===== config.mk =====
export PLATFORM = sky130hd
export DESIGN_NAME = armPipe
export DESIGN_NICKNAME = d
export VERILOG_FILES = /design/src/verilog/armPkg.sv /design/src/verilog/fetchCounter.sv /design/src/verilog/instrDecoder.sv /design/src/verilog/regFile.sv /design/src/verilog/forwardUnit.sv /design/src/verilog/execAlu.sv /design/src/verilog/armPipe.sv
export SDC_FILE = /design/constraint.sdc
export NUM_CORES = 1
export LEC_CHECK = 0
export BUFFER_PORTS_ARGS = -buffer_cell sky130_fd_sc_hd__buf_2
export CAP_MARGIN = 20
export CORE_ASPECT_RATIO = 1.1
export CORE_MARGIN = 5
export CORE_UTILIZATION = 30
export CTS_CLUSTER_DIAMETER = 60
export CTS_CLUSTER_SIZE = 24
export DETAILED_ROUTE_END_ITERATION = 10
export GPL_TIMING_DRIVEN = 0
export HOLD_SLACK_MARGIN = 0.08
export SKIP_LAST_GASP = 1
export SLEW_MARGIN = 25
export SYNTH_ARGS = -nofsm -noshare
export SYNTH_HDL_FRONTEND = slang
export SYNTH_SLANG_ARGS = --single-unit

===== constraint.sdc =====
create_clock -name clk -period 4.55 [get_ports clk]
set_clock_uncertainty 0.15 [all_clocks]
set_input_delay 0.2275 -clock clk [delete_from_list [all_inputs] [get_ports clk]]
set_output_delay 0.2275 -clock clk [all_outputs]
set_load 0.02 [all_outputs]

===== src/verilog/armPkg.sv =====
`default_nettype none

package armPkg;

  typedef logic [31:0] wordT;  // Data or address word
  typedef logic [3:0] regAddrT;  // Register number

  localparam regAddrT pcReg = 4'd15;  // PC register

  // Kept data-processing opcodes, ARM encoding
  typedef enum logic [3:0] {
    opAnd = 4'h0,
    opEor = 4'h1,
    opSub = 4'h2,
    opAdd = 4'h4,
    opOrr = 4'hc,
    opMov = 4'hd
  } aluOpT;

  // Register operand form
  typedef struct packed {
    logic [3:0] cond;  // Condition field, not evaluated
    logic [1:0] instrClass;  // 00 for data processing
    logic       immFlag;  // Clear in this form
    logic [3:0] opcode;
    logic       setFlags;
    regAddrT    rn;  // First source
    regAddrT    rd;  // Destination
    logic [7:0] shift;  // Shift amount and type
    regAddrT    rm;  // Second source
  } dpRegT;

  // Immediate operand form
  typedef struct packed {
    logic [3:0] cond;
    logic [1:0] instrClass;
    logic       immFlag;  // Set in this form
    logic [3:0] opcode;
    logic       setFlags;
    regAddrT    rn;
    regAddrT    rd;
    logic [3:0] rotate;  // Not applied
    logic [7:0] imm8;  // Zero-extended operand
  } dpImmT;

  // One instruction word, read through the member chosen by immFlag
  typedef union packed {
    dpRegT regForm;
    dpImmT immForm;
  } instrU;

  typedef struct packed {
    aluOpT aluOp;
    logic  immSel;  // Operand B from the immediate
    logic  regWrite;  // Result is written back
  } ctrlT;

  // Execute operand source
  typedef enum logic [1:0] {
    fromRegs = 2'b00,
    fromWb   = 2'b01,
    fromMem  = 2'b10
  } fwdSelT;

  // Retired register write, also used for forward destinations
  typedef struct packed {
    logic    valid;
    regAddrT rd;
    wordT    data;
  } retireT;

endpackage

`default_nettype wire


===== src/verilog/fetchCounter.sv =====
`timescale 1ns/1ps
`default_nettype none

module fetchCounter #(
  parameter armPkg::wordT resetPc = '0  // First fetch address
) (
  input  wire          clk,
  input  wire          rstN,
  output armPkg::wordT pcF,  // Current fetch address
  output armPkg::wordT pcPlus4  // Next address, also r15 seen in decode
);

  import armPkg::*;

  // Sequential fetch only
  assign pcPlus4 = pcF + 32'd4;

  always_ff @(posedge clk) begin
    if (!rstN) begin
      pcF <= resetPc;
    end else begin
      pcF <= pcPlus4;  // Steps every cycle, wraps at 2^32
    end
  end

endmodule

`default_nettype wire


===== src/verilog/instrDecoder.sv =====
`timescale 1ns/1ps
`default_nettype none

module instrDecoder (
  input  armPkg::instrU   instrD,  // Instruction in decode
  output armPkg::ctrlT    ctrl,
  output armPkg::regAddrT rnD,  // Operand A register
  output armPkg::regAddrT rmD,  // Operand B register, register form
  output armPkg::regAddrT rdD,  // Destination
  output armPkg::wordT    immD  // Zero-extended imm8
);

  import armPkg::*;

  logic    isImm;
  logic    opKept;  // Opcode is in the supported set
  regAddrT dst;

  assign isImm = instrD.regForm.immFlag;  // Same bit in both forms

  // Rn and Rd sit at the same bits in both forms
  assign rnD = instrD.regForm.rn;
  assign dst = instrD.regForm.rd;

  assign rdD  = dst;
  assign rmD  = instrD.regForm.rm;  // Don't care in immediate form
  assign immD = {24'd0, instrD.immForm.imm8};  // No rotation

  always_comb begin
    opKept     = 1'b1;
    ctrl.aluOp = opAnd;
    case (instrD.regForm.opcode)
      4'h0: ctrl.aluOp = opAnd;
      4'h1: ctrl.aluOp = opEor;
      4'h2: ctrl.aluOp = opSub;
      4'h4: ctrl.aluOp = opAdd;
      4'hc: ctrl.aluOp = opOrr;
      4'hd: ctrl.aluOp = opMov;  // Rn still decoded, ALU passes B only
      default: opKept = 1'b0;  // RSB, ADC, CMP and others
    endcase
    ctrl.immSel = isImm;
    // Only place where r15 writes are dropped
    ctrl.regWrite = opKept && (dst != pcReg);
  end

endmodule

`default_nettype wire


===== src/verilog/regFile.sv =====
`timescale 1ns/1ps
`default_nettype none

module regFile (
  input  wire             clk,
  input  wire             rstN,
  input  armPkg::regAddrT ra1,
  input  armPkg::regAddrT ra2,
  input  wire             we,  // Write enable from writeback
  input  armPkg::regAddrT wa,
  input  armPkg::wordT    wd,
  input  armPkg::wordT    r15,  // PC+8 of the decoding instruction
  output armPkg::wordT    rd1,
  output armPkg::wordT    rd2
);

  import armPkg::*;

  wordT regs [0:14];  // r0..r14

  // Read port with r15 value and write-through
  function automatic wordT readPort(input regAddrT ra);
    wordT val;
    if (ra == pcReg) begin
      val = r15;
    end else if (we && (wa == ra)) begin
      val = wd;  // Same-cycle writeback seen by decode
    end else begin
      val = regs[ra];
    end
    return val;
  endfunction

  always_ff @(posedge clk) begin
    if (!rstN) begin
      for (int i = 0; i < 15; i++) begin
        regs[i] <= '0;
      end
    end else if (we) begin
      regs[wa] <= wd;  // wa never 15 when we is set
    end
  end

  always_comb begin
    rd1 = readPort(ra1);
    rd2 = readPort(ra2);
  end

endmodule

`default_nettype wire


===== src/verilog/forwardUnit.sv =====
`timescale 1ns/1ps
`default_nettype none

module forwardUnit (
  input  armPkg::regAddrT rnE,
  input  armPkg::regAddrT rmE,
  input  armPkg::wordT    rd1E,  // Register read of Rn
  input  armPkg::wordT    rd2E,  // Register read of Rm
  input  armPkg::retireT  memDst,  // Memory stage result
  input  armPkg::retireT  wbDst,  // Writeback stage result
  output armPkg::wordT    srcA,
  output armPkg::wordT    writeData
);

  import armPkg::*;

  fwdSelT selA;
  fwdSelT selB;

  // Youngest matching producer wins
  function automatic fwdSelT pickSrc(input regAddrT src);
    fwdSelT sel;
    if (memDst.valid && (memDst.rd == src)) begin
      sel = fromMem;
    end else if (wbDst.valid && (wbDst.rd == src)) begin
      sel = fromWb;
    end else begin
      sel = fromRegs;
    end
    return sel;
  endfunction

  function automatic wordT bypass(input fwdSelT sel, input wordT regVal);
    wordT val;
    case (sel)
      fromMem: val = memDst.data;
      fromWb:  val = wbDst.data;
      default: val = regVal;
    endcase
    return val;
  endfunction

  always_comb begin
    selA      = pickSrc(rnE);
    selB      = pickSrc(rmE);
    srcA      = bypass(selA, rd1E);
    writeData = bypass(selB, rd2E);  // Operand B before immediate select
  end

endmodule

`default_nettype wire


===== src/verilog/execAlu.sv =====
`timescale 1ns/1ps
`default_nettype none

module execAlu (
  input  armPkg::ctrlT ctrlE,
  input  armPkg::wordT srcA,  // Forwarded Rn
  input  armPkg::wordT writeData,  // Forwarded Rm
  input  armPkg::wordT immE,  // Extended immediate
  output armPkg::wordT aluResult
);

  import armPkg::*;

  wordT srcB;

  assign srcB = ctrlE.immSel ? immE : writeData;

  always_comb begin
    case (ctrlE.aluOp)
      opAnd:   aluResult = srcA & srcB;
      opEor:   aluResult = srcA ^ srcB;
      opSub:   aluResult = srcA - srcB;  // A minus B
      opAdd:   aluResult = srcA + srcB;
      opOrr:   aluResult = srcA | srcB;
      opMov:   aluResult = srcB;
      default: aluResult = srcB;
    endcase
  end

endmodule

`default_nettype wire


===== src/verilog/armPipe.sv =====
`timescale 1ns/1ps
`default_nettype none

module armPipe #(
  parameter armPkg::wordT resetPc = '0
) (
  input  wire            clk,
  input  wire            rstN,
  output armPkg::wordT   pcF,  // Instruction memory address
  input  armPkg::wordT   instrF,  // Instruction at pcF, same cycle
  output armPkg::retireT retire  // Writeback result
);

  import armPkg::*;

  // Decode to execute payload
  typedef struct packed {
    logic    valid;
    ctrlT    ctrl;
    regAddrT rn;
    regAddrT rm;
    regAddrT rd;
    wordT    rd1;
    wordT    rd2;
    wordT    imm;
  } execStageT;

  // Memory and writeback payload
  typedef struct packed {
    logic    valid;
    logic    regWrite;
    regAddrT rd;
    wordT    result;
  } resultStageT;

  wordT        pcPlus4;  // PC+8 of the instruction in decode
  instrU       instrD;
  logic        validD;
  ctrlT        ctrlD;
  regAddrT     rnD;
  regAddrT     rmD;
  regAddrT     rdD;
  wordT        immD;
  wordT        rd1D;
  wordT        rd2D;
  execStageT   exStage;
  wordT        srcA;
  wordT        writeData;
  wordT        aluResult;
  resultStageT memStage;
  resultStageT wbStage;
  retireT      memDst;
  retireT      wbDst;

  fetchCounter #(
    .resetPc(resetPc)
  ) fetchCounter_inst (
    .clk    (clk),
    .rstN   (rstN),
    .pcF    (pcF),
    .pcPlus4(pcPlus4)
  );

  // Fetch to decode
  always_ff @(posedge clk) begin
    if (!rstN) begin
      instrD <= '0;
      validD <= 1'b0;
    end else begin
      instrD <= instrF;
      validD <= 1'b1;  // Every fetch is sequential and valid
    end
  end

  instrDecoder instrDecoder_inst (
    .instrD(instrD),
    .ctrl  (ctrlD),
    .rnD   (rnD),
    .rmD   (rmD),
    .rdD   (rdD),
    .immD  (immD)
  );

  regFile regFile_inst (
    .clk (clk),
    .rstN(rstN),
    .ra1 (rnD),
    .ra2 (rmD),
    .we  (wbDst.valid),
    .wa  (wbDst.rd),
    .wd  (wbDst.data),
    .r15 (pcPlus4),  // pcF is already one word ahead of decode
    .rd1 (rd1D),
    .rd2 (rd2D)
  );

  // Decode to execute
  always_ff @(posedge clk) begin
    if (!rstN) begin
      exStage <= '0;
    end else begin
      exStage <= '{valid: validD, ctrl: ctrlD, rn: rnD, rm: rmD, rd: rdD,
                   rd1: rd1D, rd2: rd2D, imm: immD};
    end
  end

  // Producers seen by execute, valid only when they write
  assign memDst = '{valid: memStage.valid && memStage.regWrite,
                    rd: memStage.rd, data: memStage.result};
  assign wbDst  = '{valid: wbStage.valid && wbStage.regWrite,
                    rd: wbStage.rd, data: wbStage.result};

  forwardUnit forwardUnit_inst (
    .rnE      (exStage.rn),
    .rmE      (exStage.rm),
    .rd1E     (exStage.rd1),
    .rd2E     (exStage.rd2),
    .memDst   (memDst),
    .wbDst    (wbDst),
    .srcA     (srcA),
    .writeData(writeData)
  );

  execAlu execAlu_inst (
    .ctrlE    (exStage.ctrl),
    .srcA     (srcA),
    .writeData(writeData),
    .immE     (exStage.imm),
    .aluResult(aluResult)
  );

  // Execute to memory, then memory to writeback
  always_ff @(posedge clk) begin
    if (!rstN) begin
      memStage <= '0;
      wbStage  <= '0;
    end else begin
      memStage <= '{valid: exStage.valid, regWrite: exStage.ctrl.regWrite,
                    rd: exStage.rd, result: aluResult};
      wbStage  <= memStage;  // No data memory, result passes through
    end
  end

  assign retire = wbDst;  // Same value that is written to regFile

endmodule

`default_nettype wire


======== Word level (Yosys, flattened, before mapping) ========
Memories as Yosys holds them, arrays and structs flattened. A register that Yosys moved wholly into a read port is not among the register bits.
Cells that the tools add are included.
word-level totals
  register bits ........................... 250
  bits in latches ......................... 0
  bits in writable memories ............... 480
  bits in read-only memories .............. 0
  bits of input ports ..................... 34
  output and inout bits ................... 69
  word-level logic and storage cells ...... 88
  memories kept ........................... 1
operators by class
  $add $sub $neg .......................... 3
  multipliers ............................. 0
  div/mod/pow operators ................... 0
  $lt $le $gt $ge ......................... 0
  equal/unequal tests ..................... 22
  shifts and indexed selects .............. 0
  mux-type cells .......................... 24
  bitwise gates (word level) .............. 3
  reductions and logical operators ........ 13
memory list
  memory             words  width  rd ports  clocked after memory_dff  write ports  RTL line       source
  regFile_inst.regs  15     32     2         2                         15           regFile.sv:19  wordT regs [0:14];
operators by type and width
  operator                                              count
  two-way mux 32 bit                                    6
  one-hot mux 32 bit (5 select lines)                   1
  one-hot mux 32 bit (2 select lines)                   2
  adder 32 x 3 -> 32 bit (second input constant)        1
  adder 32 bit                                          1
  AND 32 bit                                            1
  bitwise OR 32 bit                                     1
  OR reduction 32 bit                                   1
  subtractor 32 bit                                     1
  bitwise XOR 32 bit                                    1
  equality test 4 bit                                   6
  equality test 4 bit (second input constant)           5
  one-hot mux 4 bit (5 select lines)                    1
  two-way mux 4 bit                                     3
  logical AND 1 bit                                     9
  two-way mux 1 bit                                     9
  equality test 4 x 1 -> 1 bit (second input constant)  2
  equality test 4 x 2 -> 1 bit (second input constant)  2
  equality test 4 x 3 -> 1 bit (second input constant)  2
  zero test 4 bit                                       2
  OR reduction 6 bit                                    1
  equality test 2 x 1 -> 1 bit (second input constant)  2
  equality test 2 bit (second input constant)           2
  two-way mux 2 bit                                     2
  != test 4 bit (second input constant)                 1

======== Longest topological paths before layout ========
Gate-level depths: netlist of run 1.
  depth after elaboration ................. 9
  depth in mapped cells ................... 26
  mapped depth without buffers ............ 22

======== Cells and area by module ========
Synthesis of run 1 repeated with hierarchy kept, for this count alone.
unflattened totals
  cells, all modules ...................... 3819
  area total of the unflattened synthesis .. 43812.0 sq um
modules (own cells, without submodules)
  module        times used  cells each  area each (sq um)
  regFile       1           2098        28776.3
  armPipe       1           509         6356.1
  execAlu       1           611         4570.6
  forwardUnit   1           364         2065.7
  fetchCounter  1           180         1620.3
  instrDecoder  1           57          422.9

======== Worst setup path after synthesis of run 1 ========
No wires, ideal clock.
  path type ............................... register to register
  start point ............................. reg wbStage (netlist bit retire[32])
  end point ............................... reg memStage (netlist bit memDst[31])
  library setup time ...................... 120 ps
  data arrival time ....................... 4369 ps
  required time ........................... 4280 ps
  slack ................................... -89 ps
  stages on the path, launching flop included .. 23
  period minus slack after synthesis ...... 4639 ps
  path through ............................ dfxtp_1 > buf_6 > xnor2_2 > nand3_1 > buf_4 > o21ai_1 > a311oi_2 > a2111oi_4 > nand4_1 > or2_1 > o41ai_2 > xnor2_1 > ha_1 > a21o_1 > a21o_1 > a21oi_1 > nand2_1 > o21ai_0 > a21oi_1 > a311oi_1 > o21ai_0 > nor3b_2 > a211o_1
between the ends
  word-level cells in the longest chain between the ends .. 9
RTL lines
  item                                                                 RTL line           source
  start, declared                                                      armPipe.sv:51      resultStageT wbStage;
  start signal, assigned                                               armPipe.sv:140     wbStage <= memStage;
  equality test 4 bit                                                  forwardUnit.sv:25  end else if (wbDst.valid && (wbDst.rd == src)) begin
  logical AND 1 bit                                                    forwardUnit.sv:25
  two-way mux 1 bit                                                    forwardUnit.sv:25
  two-way mux 2 bit                                                    forwardUnit.sv:23  if (memDst.valid && (memDst.rd == src)) begin
  equality test 2 x 1 -> 1 bit or equality test 2 bit (tied branches)  forwardUnit.sv:35  case (sel)
  one-hot mux 32 bit (2 select lines)                                  forwardUnit.sv:35
  two-way mux 32 bit                                                   execAlu.sv:16      assign srcB = ctrlE.immSel ? immE : writeData;
  adder 32 bit (tied with other cells)                                 execAlu.sv:23      opAdd: aluResult = srcA + srcB;
  one-hot mux 32 bit (5 select lines) *                                execAlu.sv:19      case (ctrlE.aluOp)
  end signal, assigned                                                 armPipe.sv:138     memStage <= '{valid: exStage.valid, regWrite: exStage.ctrl.regWrite,
  end, declared                                                        armPipe.sv:50      resultStageT memStage;
Mark *: on every way between the ends. The rest lies on a longest branch, timed or not.
A chain may end at the register's enable or synchronous reset.

======== Worst setup path after layout of run 1 ========
  start point ............................. reg exStage[3] (netlist bit)
  end point ............................... reg memStage (netlist bit memDst[31])
between the ends
  word-level cells in the longest chain between the ends .. 3
RTL lines
  item                                               RTL line                      source
  start, declared                                    armPipe.sv:46                 execStageT exStage;
  start signal, assigned                             armPipe.sv:102                exStage <= '{valid: validD, ctrl: ctrlD, rn: rnD, rm: rmD, rd: rdD,
  two-way mux 32 bit *                               execAlu.sv:16
  adder 32 bit or subtractor 32 bit (tied branches)  execAlu.sv:23, execAlu.sv:22
  one-hot mux 32 bit (5 select lines) *              execAlu.sv:19
Marked as above.

==> impl_metrics.ini, run 1 <==
[outcome]
outcome = complete, but fails checks
violations = setup timing

[worst_hold_path]
whs_path_depth = 2
hold_end = validD
holdCritStartpoint = rstN
hold_path_class = input port to register

[detailed_routing]
vias = 28610
routed_wl_um = 146000
firstDrtPassIters = 6
antenna_left = 0
drt_iter0_drc = 3661
drc = 0
post_drt_wl_per_cell_um = 27.97
via_per_inst = 5.481

[yosys]
yosys_warnings = 0
synth_ff_type = edfxtp_1
syn_avg_cell_area_um2 = 12.80
synth_common_cells = 581 x and2_1, 512 x edfxtp_1, 320 x mux4_2, 215 x dfxtp_1, 211 x clkbuf_1
async_flop_share_pct = 0
ys_ff_latch = 727
synthesis.area_mm2 = 0.04014
yosys.area.top_type = edfxtp_1
synth_top_area_share_pct = 38.30
netlist_top_cells_area = edfxtp_1 38%, mux4_2 18%, dfxtp_1 11%
syn_inst = 3136
synth_edf_count = 512
ys_seq_area_share_pct = 49.02
synth_cell_types = 88
yosysMostFrequentCell = and2_1

[clock_network]
cts_tree = done
clockBufferDepth = 3
cts_buffers = 55
clkTransAtPathRegs_ns = 0.08
cts_root_buf = clkbuf_16
clock_sinks = 727
htreeDepth = 2
clkLatencyLatePin_ns = 0.68

[critical_path]
critPathArrivalTime_ns = 5.39
worstSetupPathType = register to register
rrSetupSlack_ns = -0.43
r2r_cells = 22
worstPathRequired_ns = 4.95
rr_endpoint = memDst[31]
rr_startpoint = exStage[3]
cp_max_fo = 9
cp-end-kind = register
worst_setup_path_start_kind = register

[power_and_ir_drop]
ir_worst_vdd_uv = 292.7
power_mw = 15.94
p_per_area_mw_per_mm2 = 336.6
p_leak_nw = 18.12

[sta]
hold_viol = 0
setup_slack_ns = -0.4330
tightest_slew_ns = 1.116
rsz0062_at_grt = true
maxSlewHeadroom_pct = 25.60
max_freq_ghz = 0.2007
finalHoldWorstSlack_ns = 0.1375
setup_viol = 18
finalMaxSlewViolations = 0
fin_crit_sh_pct = 109.5
period_needed_ns = 4.983

[die]
dieHeight_um = 393.7
rows = 140
die_w_um = 358.8
start_util_pct = 30.23
pin_count = 103
core_mm2 = 0.1328
die-area_mm2 = 0.1412

[cells_and_area]
nNetsFinal = 3529
synthToLayoutAreaGrowth_pct = 17.97
final_layout_size_suffix_gt1_share_pct = 25.75

[grt]
grtUsageTotal_pct = 20.07
grt_use_met1_pct = 26.25
grt_max_degree = 33
antenna_found_initial = 0
grt_pass1_wl_um = 205100
grt_pass1_vias = 28350
globalRouteOverflowTotal = 0
use_met2_pct = 32.33
grtUsageMet3_pct = 4.072
grt_busiest_layer = met2

[placement]
dp_hpwl_um = 109500
gp_congestion = 0.9498
io_buffers = 89

[run]
maxCapViolCount = 0
-- cells by family after synthesis --
group	synth area share [%]
compound gates	6.810
xor+xnor	2.394
fa+ha+maj	3.042
buf+inv	4.653
flops	49.02
mux	20.46
other cells	0.009341
simple gates	13.61
-- worst max-delay path, cell delays in order (launching register included) --
cell,delay (ns)
dfxtp_2,0.35
xnor2_2,0.25
and3_4,0.23
buf_6,0.15
buf_12,0.16
nand2_8,0.10
mux2i_1,0.29
a211o_1,0.32
nand4b_1,0.22
or2_4,0.30
nor2_4,0.11
nor2_1,0.08
xnor2_1,0.17
ha_1,0.31
a21o_1,0.19
a21o_1,0.17
a21o_1,0.21
o21ai_2,0.21
a21oi_4,0.06
a311oi_2,0.31
o21ai_2,0.13
nor3b_2,0.17
a211o_1,0.27
-- state kept, by name, summed over array words and instances, names as in the netlist --
name,flops
validD,1
wbStage,2
fetchCounter_inst.pcF,30
exStage,87
instrD,21
memStage,2
memDst,36
regFile_inst.regs,512
retire,36
-- metrics by stage --
step	setup TNS [ns]	setup slack, ns	instance area (um^2)	std cells	utilization (%)
5_1_grt	-7.404	-0.5550	47360	5219	35.67
2_1_floorplan	0	0.01109	40150	3137	-
3_3_place_gp	-1051.66	-2.941	42810	5001	32.25
3_5_place_dp	-21.11	-1.414	43710	5029	32.92
6_report	-4.667	-0.4330	47360	5220	35.67
4_1_cts	-3.516	-0.3658	47040	5203	35.43
-- area by class of cell --
type / instances / area [um^2]
diodes: 1 / 2.502
plain buffers: 318 / 1600
clock buffers: 61 / 1473
clock inverters: 42 / 488.0
fillers: 12970 / 85420
inverters: 103 / 386.6
multi-input cells: 1986 / 19550
flip-flops and latches: 727 / 19710
well taps: 1775 / 2221
repair buffers: 207 / 1927
-- report_power, final --
group | internal, mW | leakage [nW] | total, mW | switching, mW
registers | 7.30 | 6.98 | 7.47 | 0.170
clock network | 2.69 | 0.964 | 5.44 | 2.75
logic | 1.30 | 10.2 | 3.03 | 1.73
-- layer usage --
layer / part of all wire [%] / vias up / wire [um]
li1: - / 12150 / -
met1: 39 / 14520 / 56860
met2: 47 / 1613 / 68200
met3: 9.0 / 320 / 13150
met4: 5.4 / 0 / 7823
met5: 0 / - / 0
-- placed cells by master (no fill, tap or decap), types with 28 or more instances in the layout --
cell,n
a21oi_1,72
a22oi_1,49
and2_1,580
buf_2,121
buf_4,109
clkbuf_1,187
clkbuf_16,60
dfxtp_1,203
edfxtp_1,512
ha_1,91
inv_1,102
mux2i_1,96
mux4_2,320
nand2_1,87
nand3_1,48
nor2_1,105
nor3_1,29
o21ai_0,57
o22ai_1,29
xnor2_1,69
xor2_1,28
-- worst max-delay path by stage --
stage	startpoint	end	slack (ns)	cells past startpoint
after CTS	retire[33]	memDst[31]	-0.37	23
final	exStage[3]	memDst[31]	-0.43	22
after detailed placement	retire[32]	memDst[31]	-1.41	22
after global routing	memDst[33]	memDst[23]	-0.56	23
after floorplan	retire[32]	memDst[31]	0.01	22
after global placement	rstN	regFile_inst.regs[10][27]	-2.94	6
-- repair_timing --
item | in CTS | in global routing
endpoints found under the hold margin | 22 | 0
cloned | 2 | 1
buffers inserted | 47 | 18
gates resized for setup | 172 | 52
setup endpoints to repair | 25 | 24
pin swaps | 54 | 30
hold buffers | 22 | 0
Power figures use the tool's default switching activity.
==> run 2: changes to the inputs <==
--- a/config.mk
+++ b/config.mk
@@ -15,6 +15,7 @@
 export DETAILED_ROUTE_END_ITERATION = 10
 export GPL_TIMING_DRIVEN = 0
 export HOLD_SLACK_MARGIN = 0.08
+export SETUP_SLACK_MARGIN = 0.5
 export SKIP_LAST_GASP = 1
 export SLEW_MARGIN = 25
 export SYNTH_ARGS = -nofsm -noshare
==> impl_metrics.ini, run 2 (synthesis gave the netlist of run 1 again) <==
[outcome]
outcome = complete, but fails checks
violations = setup timing

[detailed_routing]
route.met3.wl_um = 13450
antenna_left = 0
drt_iter0_drc = 3398
wl_met2_um = 68540
drc = 0
via_per_inst = 5.523
vias = 29080
routed_wl_um = 147300
topRoutingLayerUsed = met5
firstDrtPassIters = 5
met1Wirelength_um = 57120
post_drt_wl_per_cell_um = 27.98

[cells_and_area]
synthToLayoutAreaGrowth_pct = 19.89
nNetsFinal = 3563
stdcell_area_mm2 = 0.04813
num-fill-cells = 12970
final_layout_size_suffix_gt1_share_pct = 27.75
largest_register_ffs = 512
largest_register = regFile_inst.regs
reg_top3 = regFile_inst.regs x512, exStage x87
layout_common_cells = 578 x and2_1, 512 x edfxtp_1, 320 x mux4_2, 203 x dfxtp_1, 188 x clkbuf_1
final_common_cell = and2_1

[critical_path]
worstPathRequired_ns = 4.92
cp_max_fo = 9
rrSetupSlack_ns = -0.55
critPathArrivalTime_ns = 5.47
cp-end-kind = register
r2r_cells = 23
rr_endpoint = memDst[26]
worstSetupPathType = register to register
worst_setup_path_start_kind = register
rr_startpoint = retire[33]

[clock_network]
cts_buffers = 61
cts_tree = done
clkTransAtPathRegs_ns = 0.08
clkLatencyLatePin_ns = 0.71
htreeDepth = 2
clockBufferDepth = 3
cts_root_buf = clkbuf_16
clock_sinks = 727

[grt]
grt_pass1_wl_um = 206300
grt_max_degree = 33
globalRouteOverflowTotal = 0
grt_pass1_vias = 28900
antenna_found_initial = 7
grtUsageTotal_pct = 20.16

[placement]
dp_hpwl_um = 110100
io_buffers = 89
place_ws_ns = -1.236
postPlaceCellArea_mm2 = 0.04386
gp_congestion = 0.9291

[power_and_ir_drop]
p_sw_mw = 5.054
power.internal_mw = 11.68
p_leak_nw = 18.42
swShare_pct = 30.19
ir_worst_vdd_uv = 328.1
combPwrFrac_pct = 19.3
power_mw = 16.74
p_per_area_mw_per_mm2 = 347.8
pwr-share-clk_pct = 36.0
p_seq_share_pct = 44.7

[die]
core_mm2 = 0.1328
dieHeight_um = 393.7
die-area_mm2 = 0.1412
pin_count = 103
die_w_um = 358.8
start_util_pct = 30.23
rows = 140

[worst_hold_path]
hold_path_class = input port to register
holdCritStartpoint = instrF[17]
whs_path_depth = 3
hold_end = instrD[17]

[sta]
fin_crit_sh_pct = 112.1
max_freq_ghz = 0.1960
setup_viol = 21
setup_slack_ns = -0.5516
maxSlewHeadroom_pct = 18.79
rsz0062_at_grt = true
finalMaxSlewViolations = 0
tightest_slew_ns = 1.218
period_needed_ns = 5.102
hold_viol = 0

[run]
maxCapViolCount = 0
run 2: cell types whose count changed in the layout (fill, tap and decap cells not counted), moves of 4 or more:
| cell | change |
|---|---|
| buf_2 | -4 |
| buf_4 | +19 |
| buf_8 | +14 |
| clkinv_8 | +9 |
| diode_2 | +4 |
| ha_1 | -4 |
| nand2_1 | -5 |
| nor2_1 | -4 |
| xnor2_1 | -5 |
| xnor2_2 | +5 |
run 2: routing by layer:
metal,up-vias,global-route usage (%)
li1,12220,-
met1,14900,26.36
met2,1611,32.42
met3,335,3.914
met4,2,9.067
met5,-,0
run 2: area by class of cell:
cell class,count,area [um^2],share of cell area [%]
inverter,103,386.6,0.8033
clock inverter,52,743.2,1.544
antenna,5,12.51,0.02600
multi-input combinational,1986,19750,41.03
timing repair buffer,232,2073,4.307
clock buffer,64,1569,3.260
buffer,321,1668,3.465
tap,1775,2221,4.614
sequential,727,19710,40.95
run 2: how the worst max path moves through the flow:
stage | slack (ns) | end | cells past startpoint | from
5_1_grt | -0.68 | memDst[31] | 22 | retire[32]
4_1_cts | -0.53 | memDst[31] | 24 | retire[33]
3_5_place_dp | -1.24 | memDst[31] | 19 | exStage[109]
3_3_place_gp | -2.89 | regFile_inst.regs[5][25] | 6 | rstN
6_report | -0.55 | memDst[26] | 23 | retire[33]
2_1_floorplan | 0.09 | memDst[31] | 23 | retire[32]
run 2: critical path, cell delays in order, from the launching register on:
cell      delay [ns]
dfxtp_4         0.35
buf_8           0.12
xnor2_4         0.18
and2_4          0.18
buf_6           0.15
buf_12          0.16
nand2_8         0.10
a211oi_4        0.28
o31a_2          0.19
buf_4           0.14
nand4_4         0.16
buf_6           0.16
buf_6           0.11
o21ai_4         0.15
xnor2_2         0.09
ha_1            0.33
a2111o_1        0.40
a211o_1         0.30
nand4_1         0.27
a21o_1          0.24
a21boi_2        0.08
or3_1           0.32
a31oi_2         0.22
a21oi_1         0.11
run 2: what timing repair did:
item                                    CTS  global route
pin swaps                                59            69
resized for setup                       165            86
endpoints found under the setup margin   80            64
gates cloned                              1             0
hold endpoints to repair                 22             0
hold buffers                             23             0
setup buffers                            68            20
run 2: power by group through the flow:
| stage | clock (mW) | combinational (mW) | sequential (mW) |
|---|---|---|---|
| 6_report | 6.03 | 3.23 | 7.48 |
| 5_1_grt | 6.32 | 3.39 | 7.50 |
| 2_1_floorplan | 0 | 1.77 | 7.55 |
| 3_3_place_gp | 0 | 2.55 | 7.64 |
| 4_1_cts | 6.06 | 2.98 | 7.47 |
| 3_5_place_dp | 0 | 2.65 | 7.62 |
run 2: stage by stage:
step	TNS (ns)	hold WS, ns	util [%]	cells
floorplan	0	0.1052	-	3137
global placement	-1093.51	0.2002	32.36	5001
detailed placement	-19.65	0.2011	33.03	5032
CTS	-5.429	0.09511	35.88	5240
global route	-10.50	0.1383	36.24	5260
finish	-7.610	0.1320	36.25	5265
